[src/logic/icache_consts.svh]
`ifndef ICACHE_CONSTS_SVH
`define ICACHE_CONSTS_SVH

// fetch address and data word width
`define ICACHE_ADDR_W 32

// address split: tag | index | word select | byte offset
`define ICACHE_TAG_W 19
`define ICACHE_INDEX_W 7
`define ICACHE_WORD_SEL_W 4

// 8 KB direct mapped, 64 byte lines
`define ICACHE_LINES 128
`define ICACHE_WORDS_PER_LINE 16

// top address nibble of the uncached region
`define ICACHE_UNCACHED_NIBBLE 4'hA

`endif
[src/logic/icache_pkg.sv]
`default_nettype none

`include "icache_consts.svh"

package icache_pkg;

  // controller states, reset lands in idle
  typedef enum logic [1:0] {
    ST_IDLE,
    ST_LOOKUP,
    ST_REFILL,
    ST_UNCACHED
  } icache_state_e;

  // address fields
  typedef logic [`ICACHE_TAG_W-1:0] tag_t;
  typedef logic [`ICACHE_INDEX_W-1:0] index_t;
  typedef logic [`ICACHE_WORD_SEL_W-1:0] word_sel_t;

  // instruction or memory word
  typedef logic [`ICACHE_ADDR_W-1:0] word_t;

endpackage

`default_nettype wire

[src/logic/icache_response.sv]
`default_nettype none

module icache_response (
  input wire logic clk,
  input wire logic rst,
  input wire logic hit_done_i,
  input wire logic unc_beat_i,
  input wire icache_pkg::word_t rd_word_i,
  input wire icache_pkg::word_t mem_rdata_i,
  output logic rsp_valid_o,
  output icache_pkg::word_t rsp_data_o
);

  // word of the last uncached beat
  icache_pkg::word_t unc_data_q;
  // uncached word ready, one cycle only
  logic unc_ready_q;

  always_ff @(posedge clk) begin
    if (rst) begin
      unc_ready_q <= 1'b0;
    end else begin
      unc_ready_q <= unc_beat_i;
    end
  end

  always_ff @(posedge clk) begin
    if (unc_beat_i) begin
      unc_data_q <= mem_rdata_i;
    end
  end

  // hit responds in the lookup cycle, uncached one edge after its beat
  assign rsp_valid_o = hit_done_i | unc_ready_q;

  // array word unless an uncached word is pending
  assign rsp_data_o = unc_ready_q ? unc_data_q : rd_word_i;

endmodule

`default_nettype wire

[config.mk]
export PLATFORM = sky130hd
export DESIGN_NAME = icache_response
export DESIGN_NICKNAME = d
export VERILOG_FILES = /design/src/logic/icache_pkg.sv /design/src/logic/icache_response.sv
export VERILOG_INCLUDE_DIRS = /design/src /design/src/logic
export SDC_FILE = /design/constraint.sdc
export NUM_CORES = 1
export LEC_CHECK = 0
export ABC_CLOCK_PERIOD_IN_PS = 2600
export BUFFER_PORTS_ARGS = -buffer_cell sky130_fd_sc_hd__buf_2
export CAP_MARGIN = 20
export CORE_MARGIN = 3
export CORE_UTILIZATION = 25
export CTS_CLUSTER_DIAMETER = 30
export DETAILED_ROUTE_END_ITERATION = 10
export MAX_ROUTING_LAYER = met4
export PLACE_DENSITY = 0.6
export REMOVE_ABC_BUFFERS = 1
export SYNTH_ARGS = -nofsm -noshare
export SYNTH_HDL_FRONTEND = slang
export SYNTH_SLANG_ARGS = --single-unit
[constraint.sdc]
create_clock -name clk -period 2.6 [get_ports clk]
set_clock_uncertainty 0.05 [all_clocks]
set_input_delay 0.26 -clock clk [delete_from_list [all_inputs] [get_ports clk]]
set_output_delay 0.26 -clock clk [all_outputs]
set_load 0.01 [all_outputs]
After elaboration in Yosys (flattened, before gate mapping)
Index checks and enable logic that the tools add are counted.
Widths: inputs -> output; s select.
{"block": "classes", "n_mux": 1, "n_bitwise": 1}
{"operator": "$mux 32", "n": 1}
{"operator": "$or 1x1->1", "n": 1}
{"block": "word_totals", "regBits": 33, "in_bits": 68, "out_inout_bits": 33, "wordCells": 4}

Logic depth before layout (Yosys ltp)
{"block": "logic_depth", "word_depth": 1, "ltp_mapped": 3, "depth_no_buf": 1}

Worst setup path before layout
OpenSTA, ideal clock, no wires.
{"block": "synth_path", "kind": "flip-flop to output port", "from": "reg unc_ready_q", "to": "out rsp_data_o[0]", "arrival_time_ns": 0.890, "t_required_ns": 2.290, "path_slack_ns": 1.400, "path_stages_with_launch": 4, "n_path_buf": 2, "path_cell_list": "dfxtp_1 -> buf_6 -> buf_12 -> mux2_4"}
{"block": "synth_between", "elab_chain_len": 1}
{"item": "from (decl)", "line_no": "icache_response.sv:17", "text": "logic unc_ready_q;"}
{"item": "from (signal assigned)", "line_no": "icache_response.sv:23", "text": "unc_ready_q <= unc_beat_i;"}
{"item": "$mux 32", "line_no": "icache_response.sv:37", "text": "assign rsp_data_o = unc_ready_q ? unc_data_q : rd_word_i;"}
{"item": "to (decl)", "line_no": "icache_response.sv:11", "text": "output icache_pkg::word_t rsp_data_o"}
No other way between the ends.

Worst setup path in the final report
{"block": "layout_path", "from": "reg unc_ready_q", "to": "out rsp_data_o[29]"}
The elaborated chain is that of the path after synthesis.

==> summary.md <==
| Metric | Value |
|---|---|
| Area growth, synth to finish | `41.11%` |
| Yosys warns | `0` |
| Total GRT Usage | `9.319%` |
| Max_cap viols | `0` |
| Hold-fix buffers at CTS | `0` |
| Power per standard cell area | `572.5 nW/um2` |
| Post-Syn Area | `1534 um2` |
| Synth top cells by count | `edfxtp_1 (32), mux2_4 (29), buf_12 (3), mux2_2 (3)` |
| Post-CTS setup buffers | `0` |
| Sw frac | `21.56%` |
| Tmin final | `1.887 ns` |
| Fill cell count | `553` |
| WL final | `3167 um` |
| Io pins | `101` |
| Avg Cell Area, Syn | `21.61 um2` |
| DRC violations left | `0` |
| Maximum fanout along the worst path | `24` |
| Max VDD drop | `302.1 uV` |
| Fin Hold WS | `0.07642 ns` |
| Worst-Margin Slew | `0.7184 ns` |
| Core box area | `5709 um2` |
| TritonCTS clock tree | `built` |
| Place WS | `0.9943 ns` |
| Post-synthesis async set-or-reset flop share | `0%` |
| Share of post-route cells with drive strength above 1 | `79.55%` |
| Initial Util | `26.87%` |
| Critical path launch point type | `flip-flop` |
| GP Congestion | `0.6602` |
| Run status | `finished, final reports clean` |
| Hpwl dp | `2443 um` |
| Final #Nets | `243` |
| Worst Hold Class | `in -> reg` |
| Die X | `84.33 um` |
| Fin crit share | `72.59%` |
| Drt first pass iters | `4` |
| # setup viols final | `0` |
| DIE AREA | `7112 um2` |
| Largest net degree at the start of global routing | `34` |
| Leak Pwr | `1.002 nW` |
| Root Driver | `clkbuf_8` |
| Flop pwr share | `52.1%` |
| Clk sinks | `33` |
| Worst setup EP type | `primary output` |
| First-pass GRT wire length | `5002 um` |
| Hold depth | `2` |
| Vias in the first global route | `1014` |
| PnR worst setup slack | `0.7126 ns` |
| Port Buffer Count | `100` |
| Comb pwr share | `16.6%` |
| Clk pwr share | `31.3%` |
| Crit path DAT | `1.58 ns` |
| WS Path Type | `reg -> out` |
| Hold_sp | `rst` |
| Most frequent cell after synthesis | `edfxtp_1` |
| Vias per cell | `4.016` |
| Distinct cells, synth | `8` |
| Die height | `84.33 um` |
| H-tree depth | `2` |
| TNS Setup | `0 ns` |
| Clk buf depth | `2` |
| GRT overflow | `0` |
| WP data required | `2.29 ns` |
| Row count | `27` |
| Final antenna diode count | `0` |
| Final Power | `1.239 mW` |
| Ys flop type | `edfxtp_1` |
| Worst hold endpoint | `unc_ready_q$_SDFF_PP0_` |
| Seq/Total Area, Yosys | `63.95%` |
| Drt wl/cell | `12.77 um` |
| RSZ-0062 raised after global routing | `false` |
| Relative slew slack | `52.11%` |
| Detail Route Antenna Nets | `0` |
| Ranking of synthesized cells by area | `edfxtp_1 (63%), mux2_4 (28%), buf_12 (3.9%)` |
| Antenna violations before repair | `0` |
| Worst-path clk slew | `0.07 ns` |
| Post-synth EDFFs | `32` |
| Routed vias | `996` |
| Psw | `267.2 uW` |
| Final Hold Fails | `0` |
| Synth Register Bits | `33` |
| Synth area leader | `edfxtp_1` |
| Post-synth top area share | `62.64%` |
| TritonCTS buffer count | `5` |
| Slew Viols, Final | `0` |
| Internal power | `972.0 uW` |
| Detailed Route Iter0 Violations | `18` |
| Post_cts resized | `0` |
| Fmax achieved | `0.5298 GHz` |
| Synth Instances | `71` |
## sequential cells by signal, indices dropped and copies added (netlist names)
name and flops:
unc_ready_q 1, unc_data_q 32
## worst max-delay path, cell delays in order, from the launching register on
cell and delay [ns]:
dfxtp_2 0.55, buf_12 0.26, mux2_2 0.35, buf_2 0.14
## placed cells by master (no fill, tap or decap), drive strengths merged
| cell type | n |
|---|---|
| dfxtp | 1 |
| nor2b | 1 |
| or2 | 1 |
| mux2 | 32 |
| clkbuf | 8 |
| edfxtp | 32 |
| buf | 101 |
## how the worst max path moves through the flow
stage	from	to	slack, ns	depth (start not counted)
2_1_floorplan	unc_ready_q$_SDFF_PP0_	rsp_data_o[29]	0.48	1
3_5_place_dp	unc_ready_q$_SDFF_PP0_	rsp_data_o[29]	0.99	3
6_report	unc_ready_q$_SDFF_PP0_	rsp_data_o[29]	0.71	3
3_3_place_gp	unc_ready_q$_SDFF_PP0_	rsp_data_o[30]	1.03	3
5_1_grt	unc_ready_q$_SDFF_PP0_	rsp_data_o[29]	0.61	3
4_1_cts	unc_ready_q$_SDFF_PP0_	rsp_data_o[29]	0.67	3
## through the flow
step	area [um2]	util, %	std cells
floorplan	1463	-	67
CTS	2165	37.91	248
finish	2165	37.91	248
detailed placement	2074	36.34	240
global placement	2074	36.34	240
global route	2165	37.91	248
## area by class of cell
| class | count | area [um2] | share of cell area (%) |
|---|---|---|---|
| flip-flops and latches | 33 | 982.2 | 45.38 |
| well taps | 72 | 90.09 | 4.162 |
| multi-input cells | 34 | 481.7 | 22.25 |
| repair buffers | 101 | 520.5 | 24.05 |
| clock buffers | 8 | 90.09 | 4.162 |
## power by group through the flow
stage | Combinational [mW] | Clock [mW] | Sequential [mW]
finish | 0.205 | 0.388 | 0.645
floorplan | 0.0985 | 0 | 0.658
CTS | 0.210 | 0.409 | 0.646
detailed placement | 0.209 | 0 | 0.658
global placement | 0.208 | 0 | 0.656
global route | 0.224 | 0.437 | 0.649
## per-layer routing
| layer | GRT usage, % | routed length [um] | vias to the layer above |
|---|---|---|---|
| met5 | - | 0 | - |
| met4 | 2.590 | 21 | 0 |
| met3 | 3.337 | 352 | 5 |
| met2 | 14.35 | 1499 | 63 |
| met1 | 11.62 | 1294 | 447 |
| li1 | - | - | 481 |
## kinds of logic after synthesis
logic type,count (synthesis),synth area share [%]
buf+inv,4,4.649
flops,33,63.95
mux,32,30.59
simple gates,2,0.8162
(Power assumes the default switching activity.)
