==> src/logic/icache_consts.svh <==
`ifndef ICACHE_CONSTS_SVH
`define ICACHE_CONSTS_SVH

// fetch address and data word width
`define ICACHE_ADDR_W 32

// address split: tag | index | word select | byte offset
`define ICACHE_TAG_W 19
`define ICACHE_INDEX_W 7
`define ICACHE_WORD_SEL_W 4

// 8 KB direct mapped, 64 byte lines
`define ICACHE_LINES 128
`define ICACHE_WORDS_PER_LINE 16

// top address nibble of the uncached region
`define ICACHE_UNCACHED_NIBBLE 4'hA

`endif
==> src/logic/icache_pkg.sv <==
`default_nettype none

`include "icache_consts.svh"

package icache_pkg;

  // controller states, reset lands in idle
  typedef enum logic [1:0] {
    ST_IDLE,
    ST_LOOKUP,
    ST_REFILL,
    ST_UNCACHED
  } icache_state_e;

  // address fields
  typedef logic [`ICACHE_TAG_W-1:0] tag_t;
  typedef logic [`ICACHE_INDEX_W-1:0] index_t;
  typedef logic [`ICACHE_WORD_SEL_W-1:0] word_sel_t;

  // instruction or memory word
  typedef logic [`ICACHE_ADDR_W-1:0] word_t;

endpackage

`default_nettype wire

==> src/logic/icache_lookup_if.sv <==
`default_nettype none

// registered request fields, shared by the lookup stages
interface icache_lookup_if;

  icache_pkg::tag_t tag;
  icache_pkg::index_t index;
  icache_pkg::word_sel_t word_sel;
  // request targets the uncached region
  logic uncached;
  // controller asks for a new address to be registered
  logic capture;

  modport decode (
    output tag,
    output index,
    output word_sel,
    output uncached,
    input capture
  );

  modport ctrl (
    input tag,
    input index,
    input word_sel,
    input uncached,
    output capture
  );

  modport resp (
    input tag,
    input index,
    input word_sel,
    input uncached,
    input capture
  );

  // arrays only need the address fields
  modport store (
    input tag,
    input index,
    input word_sel
  );

endinterface

`default_nettype wire

==> src/logic/icache_addr_decode.sv <==
`default_nettype none

`include "icache_consts.svh"

module icache_addr_decode (
  input wire logic clk,
  input wire logic rst,
  input wire icache_pkg::word_t req_addr_i,
  icache_lookup_if.decode lookup
);

  // bit positions of the fields
  localparam int WORD_LSB = 2;
  localparam int INDEX_LSB = WORD_LSB + `ICACHE_WORD_SEL_W;

  icache_pkg::tag_t tag_d;
  icache_pkg::index_t index_d;
  icache_pkg::word_sel_t word_sel_d;
  logic uncached_d;

  // split the raw address and drop the byte offset
  assign tag_d = req_addr_i[`ICACHE_ADDR_W-1 -: `ICACHE_TAG_W];
  assign index_d = req_addr_i[INDEX_LSB +: `ICACHE_INDEX_W];
  assign word_sel_d = req_addr_i[WORD_LSB +: `ICACHE_WORD_SEL_W];

  // uncached region picked by the top nibble
  assign uncached_d = (req_addr_i[`ICACHE_ADDR_W-1 -: 4] == `ICACHE_UNCACHED_NIBBLE);

  // uncached flag for the controller
  always_ff @(posedge clk) begin
    if (rst) begin
      lookup.uncached <= 1'b0;
    end else if (lookup.capture) begin
      lookup.uncached <= uncached_d;
    end
  end

  // address fields held until the next capture
  always_ff @(posedge clk) begin
    if (lookup.capture) begin
      lookup.tag <= tag_d;
      lookup.index <= index_d;
      lookup.word_sel <= word_sel_d;
    end
  end

endmodule

`default_nettype wire

==> src/flat_wrapper.sv <==
// flat-port wrapper written by rule: the top's interface ports become plain ports
module icache_addr_decode_flat 
  (clk, rst, req_addr_i, lookup_tag, lookup_index, lookup_word_sel, lookup_uncached, lookup_capture);
  icache_lookup_if lookup_i ();
  input wire logic clk;
  input wire logic rst;
  input wire icache_pkg::word_t req_addr_i;
  output wire logic [$bits(lookup_i.tag)-1:0] lookup_tag;
  output wire logic [$bits(lookup_i.index)-1:0] lookup_index;
  output wire logic [$bits(lookup_i.word_sel)-1:0] lookup_word_sel;
  output wire logic [$bits(lookup_i.uncached)-1:0] lookup_uncached;
  input wire logic [$bits(lookup_i.capture)-1:0] lookup_capture;
  assign lookup_tag = lookup_i.tag;
  assign lookup_index = lookup_i.index;
  assign lookup_word_sel = lookup_i.word_sel;
  assign lookup_uncached = lookup_i.uncached;
  assign lookup_i.capture = lookup_capture;
  icache_addr_decode u_core (.clk(clk), .rst(rst), .req_addr_i(req_addr_i), .lookup(lookup_i));
endmodule
==> config.mk <==
export PLATFORM = sky130hd
export DESIGN_NAME = icache_addr_decode_flat
export DESIGN_NICKNAME = d
export VERILOG_FILES = /design/src/logic/icache_pkg.sv /design/src/logic/icache_lookup_if.sv /design/src/logic/icache_addr_decode.sv /design/src/flat_wrapper.sv
export VERILOG_INCLUDE_DIRS = /design/src /design/src/logic
export SDC_FILE = /design/constraint.sdc
export NUM_CORES = 1
export LEC_CHECK = 0
export BUFFER_PORTS_ARGS = -buffer_cell sky130_fd_sc_hd__buf_2
export CORE_ASPECT_RATIO = 1.4
export CORE_MARGIN = 4
export CORE_UTILIZATION = 35
export DETAILED_ROUTE_END_ITERATION = 12
export PLACE_DENSITY_LB_ADDON = 0.25
export SLEW_MARGIN = 20
export SYNTH_ARGS = -nofsm -noshare
export SYNTH_HDL_FRONTEND = slang
export SYNTH_SLANG_ARGS = --single-unit
==> constraint.sdc <==
create_clock -name clk -period 0.8 [get_ports clk]
set_input_delay 0.04 -clock clk [delete_from_list [all_inputs] [get_ports clk]]
set_output_delay 0.04 -clock clk [all_outputs]
set_load 0.005 [all_outputs]
### Yosys cells after proc, flatten, opt, wreduce, memory -nomap -nowiden

Cells that the tools add are included.
Widths: inputs -> output; s select.

* flip-flop bits (word level): 31
* input bits: 35
* word-level logic and storage cells: 5

* eq/ne operators: 1

Operators with widths (count)
* $eq 4x4->1 const B: 1

### Depth between registers and ports, before layout

* depth in word-level cells: 1
* depth in mapped cells: 2

### Worst setup path after synthesis

Ideal clock, no wire load.

* path kind: reg-to-reg
* from: register u_core.lookup.uncached (netlist name)
* to: register u_core.lookup.uncached
* setup time: 0.115 ns
* data arrival time: 0.585 ns
* data required time: 0.685 ns
* slack: 0.099 ns
* cell stages (with the launch flop): 3
* buffers on the path: 0
* clock period less this slack: 0.701 ns
* path through: dfxtp_1 -> nor3b_1 -> a31o_1

RTL lines
* to (signal assigned): RTL line icache_addr_decode.sv:34 `lookup.uncached <= uncached_d;`
* to (decl): RTL line icache_lookup_if.sv:18 `output uncached,`

### Final worst setup path

* from: register u_core.lookup.tag[9]
* to: output lookup_tag[9]

RTL lines
* from (decl): RTL line icache_lookup_if.sv:15 `output tag,`
* from (signal assigned): RTL line icache_addr_decode.sv:41 `lookup.tag <= tag_d;`
* to (decl): RTL line flat_wrapper.sv:8 `output wire logic [$bits(lookup_i.tag)-1:0] lookup_tag;`

No word-level cell between the ends.

==> run_results.csv <==
group,metric,value,unit
logic_synthesis,synth_top_family_by_area,"simple AND/OR/NAND/NOR gates",
critical_path,path_cells,"buf_2",
cells_and_area,final_common_cell,"buf_2",
sta,fin_skew,0,ns
min_path,hold_class,"in -> reg",
outcome,violations,"setup timing",
logic_synthesis,ys_ff_latch,31,
cells_and_area,drive_gt1_share,52.6,%
floorplanning,rows,22,
logic_synthesis,avgSynthCellArea,27.2,µm²
critical_path,cpPeakStageDelay,0.39,ns
outcome,status,"finished, violations left",
critical_path,path_buf_inv,1,
detailed_routing,vias,709,
critical_path,reg2reg_depth,2,
global_routing,grt-ovfl-total,0,
detailed_routing,postRouteAntennaNets,0,
floorplanning,core-area,2620,µm²
clocking,cts_tree,"done",
sta,setup_viol,31,
pwr,comb_power_share,12.0,%
sta,rsz0062_at_grt,"true",
logic_synthesis,synthesis.area,951,µm²
sta,maxSlewHeadroom,86.6,%
critical_path,r2r-start,"u_core.lookup.uncached",
logic_synthesis,syn_inst,35,
pwr,vdd_ir_drop_max,1.46,mV
min_path,min_from,"rst",
detailed_routing,drc,0,
critical_path,crit_arrival,0.85,ns
sta,post-route-min-period,0.894,ns
pwr,power.leakage,0.000730,µW
placed_design,io_buffers,63,
floorplanning,ioPinCount,66,
clocking,cts_buffers,5,
logic_synthesis,yosys_warnings,0,
detailed_routing,dr.first_iter.drc_count,9,
critical_path,slowest_stage,"edfxtp_1",
detailed_routing,wl_per_cell,13.1,µm
critical_path,crit_fanout,1,
global_routing,grt_pass1_vias,790,
global_routing,grt_max_degree,22,
clocking,cts_max_path_buffers,2,
floorplanning,dieArea,3630,µm²
critical_path,r2r_slack,0.07,ns
critical_path,path_class,"reg -> out",
logic_synthesis,muxShareOfSynthArea,0,%
critical_path,cp-end-kind,"primary output",
pwr,p_sw,655,µW
clocking,clk_latency,0.32,ns
floorplanning,fp.dieH,69.7,µm
logic_synthesis,synth_fa_ha_area_share,0,%
detailed_routing,vias_per_cell,4.10,
logic_synthesis,yosysSeqAreaShare,96.8,%
critical_path,crit_path_start_kind,"flip-flop",
critical_path,required,0.76,ns
detailed_routing,routed_wirelength,2270,µm
global_routing,grt_pass1_wl,3510,µm
sta,tns,-1.76,ns
sta,worst_pin_slew,0.198,ns
cells_and_area,insertedDiodeCount,0,
logic_synthesis,synth_xor_area_share,0,%
clocking,cts_root_buffer,"clkbuf_4",
sta,holdWs,0.0227,ns
logic_synthesis,synth_simple_gate_area_share,1.84,%
critical_path,r2r-end,"u_core.lookup.uncached",
pwr,intPower,2500,µW
run,maxCapViolations,0,
critical_path,path_delay_family,"flip-flops",
floorplanning,die_w,52.1,µm
logic_synthesis,synth_fp_nets,70,
pwr,pwr-share-seq,61.6,%
cells_and_area,syn2layout_area_growth,78.6,%
sta,finalWorstSetupSlack,-0.0941,ns
clocking,cts.clk_slew.worst_paths,0.09,ns
detailed_routing,drtPass1Iterations,3,
pwr,power_frac_clock,26.4,%
clocking,cts.sinks,31,
cells_and_area,layout.nets,171,
pwr,swShare,20.8,%
sta,post-route-period-util,112,%
sta,drv_slew,0,
global_routing,grt_usage,13.8,%
sta,finalHoldViolations,0,
min_path,min_to,"u_core.lookup.uncached",
clocking,htreeDepth,2,
pwr,powerDensity,1860,nW/µm²
min_path,hold_depth,3,
logic_synthesis,yosys.cell_types.count,6,
cells_and_area,final_cell_mix,"buf_2, dlygate4sd3_1, edfxtp_1",
logic_synthesis,synth_compound_area_share,0.921,%
floorplanning,initial_core_util,36.4,%
sta,fmax,1120,MHz
global_routing,antenna_found_initial,0,
placed_design,gp_congestion,0.631,
-- synthesized netlist by cell type --
master	n	area share [%]
nor3b_1	1	0.79
dfxtp_1	1	2.1
inv_1	1	0.39
nor4bb_1	1	1.1
edfxtp_1	30	95
a31o_1	1	0.92
-- metrics by stage --
stage	total power, µW	cells	setup slack, ns	util [%]	cell area (µm²)
after floorplan	2010	35	0.0994	-	951
after global placement	2240	136	0.113	51.2	1340
after detailed placement	2250	136	0.0958	51.2	1340
after CTS	3200	174	-0.125	64.6	1690
after global routing	3310	173	-0.159	64.9	1700
final	3150	173	-0.0941	64.9	1700
-- power by group through the flow --
stage	clock network [µW]	registers, µW	logic (µW)
final	832	1940	378
after global routing	936	1950	415
after CTS	872	1950	379
after detailed placement	0	1980	265
after global placement	0	1970	261
after floorplan	0	2000	4.17
-- cell type report --
class,instances,area [µm²]
well taps,36,45.0
fillers,195,917
multi-input cells,3,32.5
clock buffers,7,45.0
clock inverters,1,5.00
repair buffers,94,644
flip-flops and latches,31,922
inverters,1,3.75
-- per-layer routing --
layer	vias to the layer above	share of wire [%]	global-route usage [%]
met3	5	10	5.38
met5	-	0	0
met1	320	32	13.1
met2	44	56	23.6
li1	340	-	-
met4	0	1.9	8.75
-- worst register-to-register path, stage by stage (launching register included) --
cell	delay [ns]
dfxtp_2	0.33
nor3b_1	0.13
a31o_1	0.17
-- flip-flops by register name, summed over array words and instances (netlist names) --
| signal | count |
|---|---|
| u_core.lookup.index | 7 |
| u_core.lookup.tag | 19 |
| u_core.lookup.uncached | 1 |
| u_core.lookup.word_sel | 4 |
-- worst max-delay path by stage --
stage	startpoint	endpoint	slack (ns)	cells after the start
floorplan	u_core.lookup.uncached	u_core.lookup.uncached	0.1	2
global placement	u_core.lookup.uncached	u_core.lookup.uncached	0.11	2
detailed placement	u_core.lookup.uncached	u_core.lookup.uncached	0.1	2
CTS	u_core.lookup.tag[9]	lookup_tag[9]	-0.12	1
global route	u_core.lookup.tag[5]	lookup_tag[5]	-0.16	1
finish	u_core.lookup.tag[9]	lookup_tag[9]	-0.09	1
-- what timing repair did --
action / 4_1_cts / 5_1_grt
hold buffers: 30 / 0
endpoints found under the setup margin: 31 / 32
hold endpoints to repair: 30 / 0
setup buffers: 0 / 0
resized for setup: 1 / 2
pin swaps: 0 / 0
-- cell families (layout without fill, tap and decap cells) --
logic type      after synthesis  count (layout)
flops                        31              31
simple gates                  2               2
compound gates                1               1
buf+inv                       1             103
No activity file was read; power rests on OpenSTA's default activity.
