File: src/logic/icache_consts.svh
`ifndef ICACHE_CONSTS_SVH
`define ICACHE_CONSTS_SVH

// fetch address and data word width
`define ICACHE_ADDR_W 32

// address split: tag | index | word select | byte offset
`define ICACHE_TAG_W 19
`define ICACHE_INDEX_W 7
`define ICACHE_WORD_SEL_W 4

// 8 KB direct mapped, 64 byte lines
`define ICACHE_LINES 128
`define ICACHE_WORDS_PER_LINE 16

// top address nibble of the uncached region
`define ICACHE_UNCACHED_NIBBLE 4'hA

`endif
File: src/logic/icache_pkg.sv
`default_nettype none

`include "icache_consts.svh"

package icache_pkg;

  // controller states, reset lands in idle
  typedef enum logic [1:0] {
    ST_IDLE,
    ST_LOOKUP,
    ST_REFILL,
    ST_UNCACHED
  } icache_state_e;

  // address fields
  typedef logic [`ICACHE_TAG_W-1:0] tag_t;
  typedef logic [`ICACHE_INDEX_W-1:0] index_t;
  typedef logic [`ICACHE_WORD_SEL_W-1:0] word_sel_t;

  // instruction or memory word
  typedef logic [`ICACHE_ADDR_W-1:0] word_t;

endpackage

`default_nettype wire

File: src/logic/icache_fill_if.sv
`default_nettype none

// array write commands from the controller
interface icache_fill_if;

  // one data word per refill beat
  logic data_we;
  icache_pkg::index_t fill_index;
  icache_pkg::word_sel_t fill_word;
  icache_pkg::word_t fill_data;
  // line complete, write tag and set valid
  logic tag_we;

  modport ctrl (
    output data_we,
    output fill_index,
    output fill_word,
    output fill_data,
    output tag_we
  );

  modport store (
    input data_we,
    input fill_index,
    input fill_word,
    input fill_data,
    input tag_we
  );

endinterface

`default_nettype wire

File: src/logic/icache_lookup_if.sv
`default_nettype none

// registered request fields, shared by the lookup stages
interface icache_lookup_if;

  icache_pkg::tag_t tag;
  icache_pkg::index_t index;
  icache_pkg::word_sel_t word_sel;
  // request targets the uncached region
  logic uncached;
  // controller asks for a new address to be registered
  logic capture;

  modport decode (
    output tag,
    output index,
    output word_sel,
    output uncached,
    input capture
  );

  modport ctrl (
    input tag,
    input index,
    input word_sel,
    input uncached,
    output capture
  );

  modport resp (
    input tag,
    input index,
    input word_sel,
    input uncached,
    input capture
  );

  // arrays only need the address fields
  modport store (
    input tag,
    input index,
    input word_sel
  );

endinterface

`default_nettype wire

File: src/logic/icache_ctrl.sv
`default_nettype none

`include "icache_consts.svh"

module icache_ctrl (
  input wire logic clk,
  input wire logic rst,
  input wire logic req_valid_i,
  input wire logic hit_i,
  input wire logic mem_rvalid_i,
  input wire icache_pkg::word_t mem_rdata_i,
  output logic mem_valid_o,
  output icache_pkg::word_t mem_addr_o,
  output logic mem_burst_o,
  output logic hit_done_o,
  output logic unc_beat_o,
  icache_lookup_if.ctrl lookup,
  icache_fill_if.ctrl fill
);

  icache_pkg::icache_state_e state_q;
  icache_pkg::word_sel_t beat_cnt;
  logic tag_we_q;
  logic beat;
  logic last_beat;
  logic decide;

  // a beat is any cycle with both levels high
  assign beat = mem_valid_o & mem_rvalid_i;
  assign last_beat = (beat_cnt == icache_pkg::word_sel_t'(`ICACHE_WORDS_PER_LINE - 1));

  // lookup result is stale while the tag write is pending
  assign decide = (state_q == icache_pkg::ST_LOOKUP) && !tag_we_q;

  // new address is only taken in idle
  assign lookup.capture = (state_q == icache_pkg::ST_IDLE);

  assign hit_done_o = decide && !lookup.uncached && hit_i;
  assign unc_beat_o = (state_q == icache_pkg::ST_UNCACHED) && beat;

  // refill beats go straight into the data array
  assign fill.data_we = (state_q == icache_pkg::ST_REFILL) && beat;
  assign fill.fill_index = lookup.index;
  assign fill.fill_word = beat_cnt;
  assign fill.fill_data = mem_rdata_i;
  assign fill.tag_we = tag_we_q;

  always_ff @(posedge clk) begin
    if (rst) begin
      state_q <= icache_pkg::ST_IDLE;
      mem_valid_o <= 1'b0;
      beat_cnt <= '0;
      tag_we_q <= 1'b0;
    end else begin
      // single cycle pulse
      tag_we_q <= 1'b0;
      case (state_q)
        icache_pkg::ST_IDLE: begin
          if (req_valid_i) begin
            state_q <= icache_pkg::ST_LOOKUP;
          end
        end
        icache_pkg::ST_LOOKUP: begin
          if (decide) begin
            // uncached wins, those lines are never allocated
            if (lookup.uncached) begin
              state_q <= icache_pkg::ST_UNCACHED;
              mem_valid_o <= 1'b1;
            end else if (hit_i) begin
              state_q <= icache_pkg::ST_IDLE;
            end else begin
              state_q <= icache_pkg::ST_REFILL;
              mem_valid_o <= 1'b1;
              beat_cnt <= '0;
            end
          end
        end
        icache_pkg::ST_REFILL: begin
          if (beat) begin
            beat_cnt <= beat_cnt + 4'd1;
            // whole line in, write the tag then look up again
            if (last_beat) begin
              mem_valid_o <= 1'b0;
              tag_we_q <= 1'b1;
              state_q <= icache_pkg::ST_LOOKUP;
            end
          end
        end
        icache_pkg::ST_UNCACHED: begin
          // extra cycle covers the response so the held address is not retaken
          if (beat) begin
            mem_valid_o <= 1'b0;
          end else if (!mem_valid_o) begin
            state_q <= icache_pkg::ST_IDLE;
          end
        end
        default: begin
          state_q <= icache_pkg::ST_IDLE;
        end
      endcase
    end
  end

  // memory request fields, loaded on every lookup decision
  always_ff @(posedge clk) begin
    if (decide) begin
      if (lookup.uncached) begin
        mem_addr_o <= {lookup.tag, lookup.index, lookup.word_sel, 2'b00};
      end else begin
        mem_addr_o <= {lookup.tag, lookup.index, {(`ICACHE_WORD_SEL_W + 2){1'b0}}};
      end
      mem_burst_o <= !lookup.uncached;
    end
  end

endmodule

`default_nettype wire

File: src/flat_wrapper.sv
// flat-port wrapper written by rule: the top's interface ports become plain ports
module icache_ctrl_flat 
  (clk, rst, req_valid_i, hit_i, mem_rvalid_i, mem_rdata_i, mem_valid_o, mem_addr_o, mem_burst_o, hit_done_o, unc_beat_o, lookup_tag, lookup_index, lookup_word_sel, lookup_uncached, lookup_capture, fill_data_we, fill_fill_index, fill_fill_word, fill_fill_data, fill_tag_we);
  icache_lookup_if lookup_i ();
  icache_fill_if fill_i ();
  input wire logic clk;
  input wire logic rst;
  input wire logic req_valid_i;
  input wire logic hit_i;
  input wire logic mem_rvalid_i;
  input wire icache_pkg::word_t mem_rdata_i;
  output logic mem_valid_o;
  output icache_pkg::word_t mem_addr_o;
  output logic mem_burst_o;
  output logic hit_done_o;
  output logic unc_beat_o;
  input wire logic [$bits(lookup_i.tag)-1:0] lookup_tag;
  input wire logic [$bits(lookup_i.index)-1:0] lookup_index;
  input wire logic [$bits(lookup_i.word_sel)-1:0] lookup_word_sel;
  input wire logic [$bits(lookup_i.uncached)-1:0] lookup_uncached;
  output wire logic [$bits(lookup_i.capture)-1:0] lookup_capture;
  output wire logic [$bits(fill_i.data_we)-1:0] fill_data_we;
  output wire logic [$bits(fill_i.fill_index)-1:0] fill_fill_index;
  output wire logic [$bits(fill_i.fill_word)-1:0] fill_fill_word;
  output wire logic [$bits(fill_i.fill_data)-1:0] fill_fill_data;
  output wire logic [$bits(fill_i.tag_we)-1:0] fill_tag_we;
  assign lookup_i.tag = lookup_tag;
  assign lookup_i.index = lookup_index;
  assign lookup_i.word_sel = lookup_word_sel;
  assign lookup_i.uncached = lookup_uncached;
  assign lookup_capture = lookup_i.capture;
  assign fill_data_we = fill_i.data_we;
  assign fill_fill_index = fill_i.fill_index;
  assign fill_fill_word = fill_i.fill_word;
  assign fill_fill_data = fill_i.fill_data;
  assign fill_tag_we = fill_i.tag_we;
  icache_ctrl u_core (.clk(clk), .rst(rst), .req_valid_i(req_valid_i), .hit_i(hit_i), .mem_rvalid_i(mem_rvalid_i), .mem_rdata_i(mem_rdata_i), .mem_valid_o(mem_valid_o), .mem_addr_o(mem_addr_o), .mem_burst_o(mem_burst_o), .hit_done_o(hit_done_o), .unc_beat_o(unc_beat_o), .lookup(lookup_i), .fill(fill_i));
endmodule
File: config.mk
export PLATFORM = sky130hd
export DESIGN_NAME = icache_ctrl_flat
export DESIGN_NICKNAME = d
export VERILOG_FILES = /design/src/logic/icache_pkg.sv /design/src/logic/icache_fill_if.sv /design/src/logic/icache_lookup_if.sv /design/src/logic/icache_ctrl.sv /design/src/flat_wrapper.sv
export VERILOG_INCLUDE_DIRS = /design/src /design/src/logic
export SDC_FILE = /design/constraint.sdc
export NUM_CORES = 1
export LEC_CHECK = 0
export BUFFER_PORTS_ARGS = -buffer_cell sky130_fd_sc_hd__buf_4
export CORE_ASPECT_RATIO = 0.75
export CORE_UTILIZATION = 41
export DETAILED_ROUTE_END_ITERATION = 8
export HOLD_SLACK_MARGIN = 0.03
export PLACE_DENSITY = 0.82
export SLEW_MARGIN = 20
export SYNTH_ARGS = -nofsm -noshare
export SYNTH_HDL_FRONTEND = slang
export SYNTH_SLANG_ARGS = --single-unit
File: constraint.sdc
create_clock -name clk -period 4.6 [get_ports clk]
set_clock_uncertainty 0.2 [all_clocks]
set_input_delay 0.92 -clock clk [delete_from_list [all_inputs] [get_ports clk]]
set_output_delay 0.92 -clock clk [all_outputs]
set_load 0.02 [all_outputs]
## Word-level counts from Yosys, hierarchy flattened

Index checks and enable logic that the tools add are counted.

- Reductions and logical operators: 14
- Bitwise operators: 3
- Muxes and demuxes: 22
- Equal/unequal tests: 14
- Add/sub/neg operators: 1

Operator list:

| cell | count |
|---|---|
| 2-to-1 mux 2 bit | 8 |
| 2-to-1 mux 4 bit | 4 |
| AND reduction 6 bit | 2 |
| != test 2 bit (second input constant) | 5 |
| != test 2 x 1 -> 1 bit (second input constant) | 4 |
| case mux 2 bit (4 select lines) | 1 |
| case mux 4 bit (2 select lines) | 1 |
| 2-to-1 mux 1 bit | 7 |
| logical AND 1 bit | 5 |
| AND reduction 5 bit | 1 |
| adder 4 x 1 -> 4 bit (second input constant) | 1 |
| equality test 2 bit (second input constant) | 2 |
| equality test 4 bit (second input constant) | 1 |
| != test 3 bit (second input constant) | 1 |
| case mux 1 bit (3 select lines) | 1 |
| nonzero test 3 bit | 1 |
| OR reduction 3 bit | 1 |
| equality test 2 x 1 -> 1 bit (second input constant) | 1 |
| zero test 1 bit | 2 |
| zero test 2 bit | 1 |
| inverter 1 bit | 2 |
| nonzero test 2 bit | 1 |
| AND 1 bit | 1 |

- Bits of input ports: 68
- Register bits after elaboration: 41
- Logic and storage cells: 61

## Longest topological paths before layout

- Depth after elaboration: 4
- Gate-level depth with buffers: 5

## Worst setup path after synthesis

Ideal clock, no wire load.

- Kind: register to output
- From: reg u_core.state_q[1]
- To: out hit_done_o
- Stages on the path, launching flop included: 5
- Path slack: 1,141 ps
- Buffers on the path: 1
- Data arrival time: 2,339 ps
- Cells stage by stage: dfxtp_1 -> buf_6 -> nand2b_1 -> nor2_1 -> and3_1

- Cells in the longest elaborated chain, start to end: 4

RTL lines:

| item | RTL line | RTL |
|---|---|---|
| start, declared | icache_ctrl.sv:21 | `icache_pkg::icache_state_e state_q;` |
| start signal, assigned | icache_ctrl.sv:50 | `state_q <= icache_pkg::ST_IDLE;` |
| start signal, assigned | icache_ctrl.sv:60 | `state_q <= icache_pkg::ST_LOOKUP;` |
| start signal, assigned | icache_ctrl.sv:67 | `state_q <= icache_pkg::ST_UNCACHED;` |
| equality test 2 x 1 -> 1 bit | icache_ctrl.sv:33 | `assign decide = (state_q == icache_pkg::ST_LOOKUP) && !tag_we_q;` |
| logical AND 1 bit | icache_ctrl.sv:33 |  |
| named net u_core.decide | icache_ctrl.sv:26 | `logic decide;` |
| logical AND 1 bit (2 in a row) | icache_ctrl.sv:38 | `assign hit_done_o = decide && !lookup.uncached && hit_i;` |
| end, declared | flat_wrapper.sv:15 | `output logic hit_done_o;` |

The timed path passes the listed nets, and every way through them passes these cells.

## Worst setup path in the final report

- From: reg u_core.state_q[0]
- To: out hit_done_o

The elaborated chain is that of the path after synthesis.

==> metrics.cfg <==
[outcome]
status=finished clean

[yosys]
synth_fa_ha_area_frac=0.007032
yosys_warnings=0
synthArstFlopShare=0
synth-seq-cells=39
ys.flop_type=edfxtp_1
synth_top_family_by_area=buffers and inverters
synth_edf_count=31
muxShareOfSynthArea=0.02110
syn-cell-area_um2=1779
synth-simple-area-share=0.09775
synth-compound-area-share=0.06892
syn_inst=136
yosysSeqAreaShare=0.6132
synth_xor_area_frac=0
synthDominantCellAreaShare=0.5232
ys_top_cells_by_area=edfxtp_1 (52%), buf_4 (17%), dfxtp_1 (9.0%)
yosysUniqueCellTypes=37
synth_top_cell_by_area=edfxtp_1
syn_area_per_cell_um2=13.08

[layout]
area_growth_pct=26.30
final_area_um2=2247
nFillCells=379
final_util=0.5476
num_antenna_cells=0
finalNetCount=254
drive_gt1_frac=0.5484
layout.cells.non_filler=241

[clock_tree]
clock_latency_ps=280
root_buffer=clkbuf_8
hold_buffers=0
cts-resized-gates=0
cts_made_buffers=5
cts_tree=built
clock-sinks=39
cts_setup_buffers=0
h-tree-depth=2
clkTransAtPathRegs_ps=70
clockBufferDepth=2

[worst_setup_path]
crit_required_ps=3480
critical_path_class=reg2out
worstPathMaxFanout=32
critPathTopFamily=buffers and inverters
slowest_delay_ps=480
slowest_stage=dfxtp_1
cp.arrival_ps=1700
crit_buf_inv=2
cp-start-kind=register
cp_cell_sequence=nand2b_1, nor2_2, buf_4, and3_1, buf_4
end_kind=output pin
cp_common_cell=buf_4

[routing]
drc=0
via_per_inst=4.768
wl_per_cell_um=16.42
drt-initial-drc-count=66
routed_wl_um=3958
ant_nets=0
vias=1149
drt_pass1_iterations=4

[floorplan]
die_w_um=78.07
dieArea_um2=4610
initial_core_util=0.4335
rows=20
core_um2=4104
die_height_um=59.05
ioPinCount=150

[power]
powerDensity_nw_per_um2=469.0
vdd_drop_max_mv=0.2105
p_leak_nw=0.9354

[sta]
whs_ps=319.6
fmax_mhz=354.7
hold_viol=0
fin_tns_setup_ps=0
setup_violations=0
period_share=0.6129
rsz0062_at_grt=false
slew_viol_final=0
period_needed_ps=2819

[grt]
grt_pass1_wl_um=5520
overflow=0
grt_max_degree=33
grt_usage=0.1692
grt_pass1_vias=1022
antenna_found_initial=0

[run]
drv_cap=0

[placed_design]
globalplace.congestion=0.8557
portBuffers=83
dp.cells=233
dpl_cell_area_um2=2162
hpwl_um=3135

[min_path]
hold_class=reg2reg

-- area by class of cell --
cell class | count | area (um^2) | area share
clock inverter | 2 | 12.51 | 0.005568
tap | 55 | 68.82 | 0.03062
timing repair buffer | 84 | 630.6 | 0.2806
clock buffer | 6 | 72.57 | 0.03229
sequential | 39 | 1091 | 0.4855
multi-input combinational | 51 | 356.6 | 0.1587
inverter | 4 | 15.01 | 0.006682
-- through the flow --
| stage | power (mW) | setup slack, ps |
|---|---|---|
| detailed placement | 0.8418 | 2009 |
| floorplan | 0.7462 | 1141 |
| finish | 1.054 | 1781 |
| CTS | 1.064 | 1764 |
| global route | 1.103 | 1657 |
| global placement | 0.8351 | 2011 |
-- Yosys cell counts, types with 2 or more instances --
cell and count:
a21oi_1 2, and2_1 4, buf_4 41, dfxtp_1 8
edfxtp_1 31, inv_1 3, mux2_2 2, nand2b_1 3
nand3_1 6, nor2_1 9
-- placed cells by master (no fill, tap or decap) --
cell type	instances
buf_4	84
edfxtp_1	31
nor2_1	8
dfxtp_1	8
nand3_1	6
clkbuf_8	5
and2_1	4
inv_1	3
nand2b_1	3
nor2_2	2
a21oi_1	2
mux2_2	2
conb_1	2
inv_2	1
nand2_1	1
and3_1	1
nor2b_2	1
mux2_4	1
a211oi_1	1
a221oi_1	1
nor4_1	1
and2b_1	1
a22o_4	1
a22oi_1	1
nand4b_1	1
o311ai_2	1
a31oi_1	1
o22ai_1	1
o21ai_0	1
nor2b_1	1
nor3_1	1
or4_1	1
o41ai_2	1
a211oi_2	1
o32ai_1	1
ha_1	1
clkinvlp_4	1
clkbuf_1	1
clkinv_2	1
-- tightest hold or removal path, delay by kind of cell, from the launching register on --
family | cells | cell delay [ps]
DFF | 1 | 340
AOI/OAI and AO/OA | 2 | 140
-- sequential cells by signal, summed over array words and instances (netlist names) --
signal	cells
u_core.fill.fill_word	4
u_core.fill.tag_we	1
u_core.mem_addr_o	30
u_core.mem_burst_o	1
u_core.mem_valid_o	1
u_core.state_q	2
-- routing by layer --
layer,vias up,global-route usage,share of wire
met2,59,0.3158,0.57
met1,547,0.1643,0.34
met5,-,0,0
met3,10,0.07385,0.070
met4,0,0.07672,0.021
li1,533,-,-
-- final timing paths --
path | slack, ps | endpoint | cells after the start | from
setup reg to reg | 2900 | u_core.state_q[1] | 5 | u_core.fill.fill_word[0]
hold / removal | 320 | u_core.fill.fill_word[1] | 2 | u_core.fill.fill_word[1]
setup / recovery | 1780 | hit_done_o | 5 | u_core.state_q[0]
hold reg to reg | 320 | u_core.fill.fill_word[1] | 2 | u_core.fill.fill_word[1]
-- cells by family (layout without fill, tap and decap cells) --
kind of cell,after synthesis,after routing
AOI/OAI and AO/OA,13,13
adders and majority gates,1,1
buffers and inverters,47,96
DFF,39,39
muxes,3,3
other,1,2
and+or+nand+nor,32,32
-- power breakdown --
part	total (mW)	internal [mW]	switching (mW)	leakage, nW
clock network	0.221	0.106	0.115	0.0412
registers	0.497	0.463	0.0342	0.352
logic	0.336	0.142	0.194	0.542
total	1.05	0.711	0.343	0.935
(Power assumes the default switching activity.)
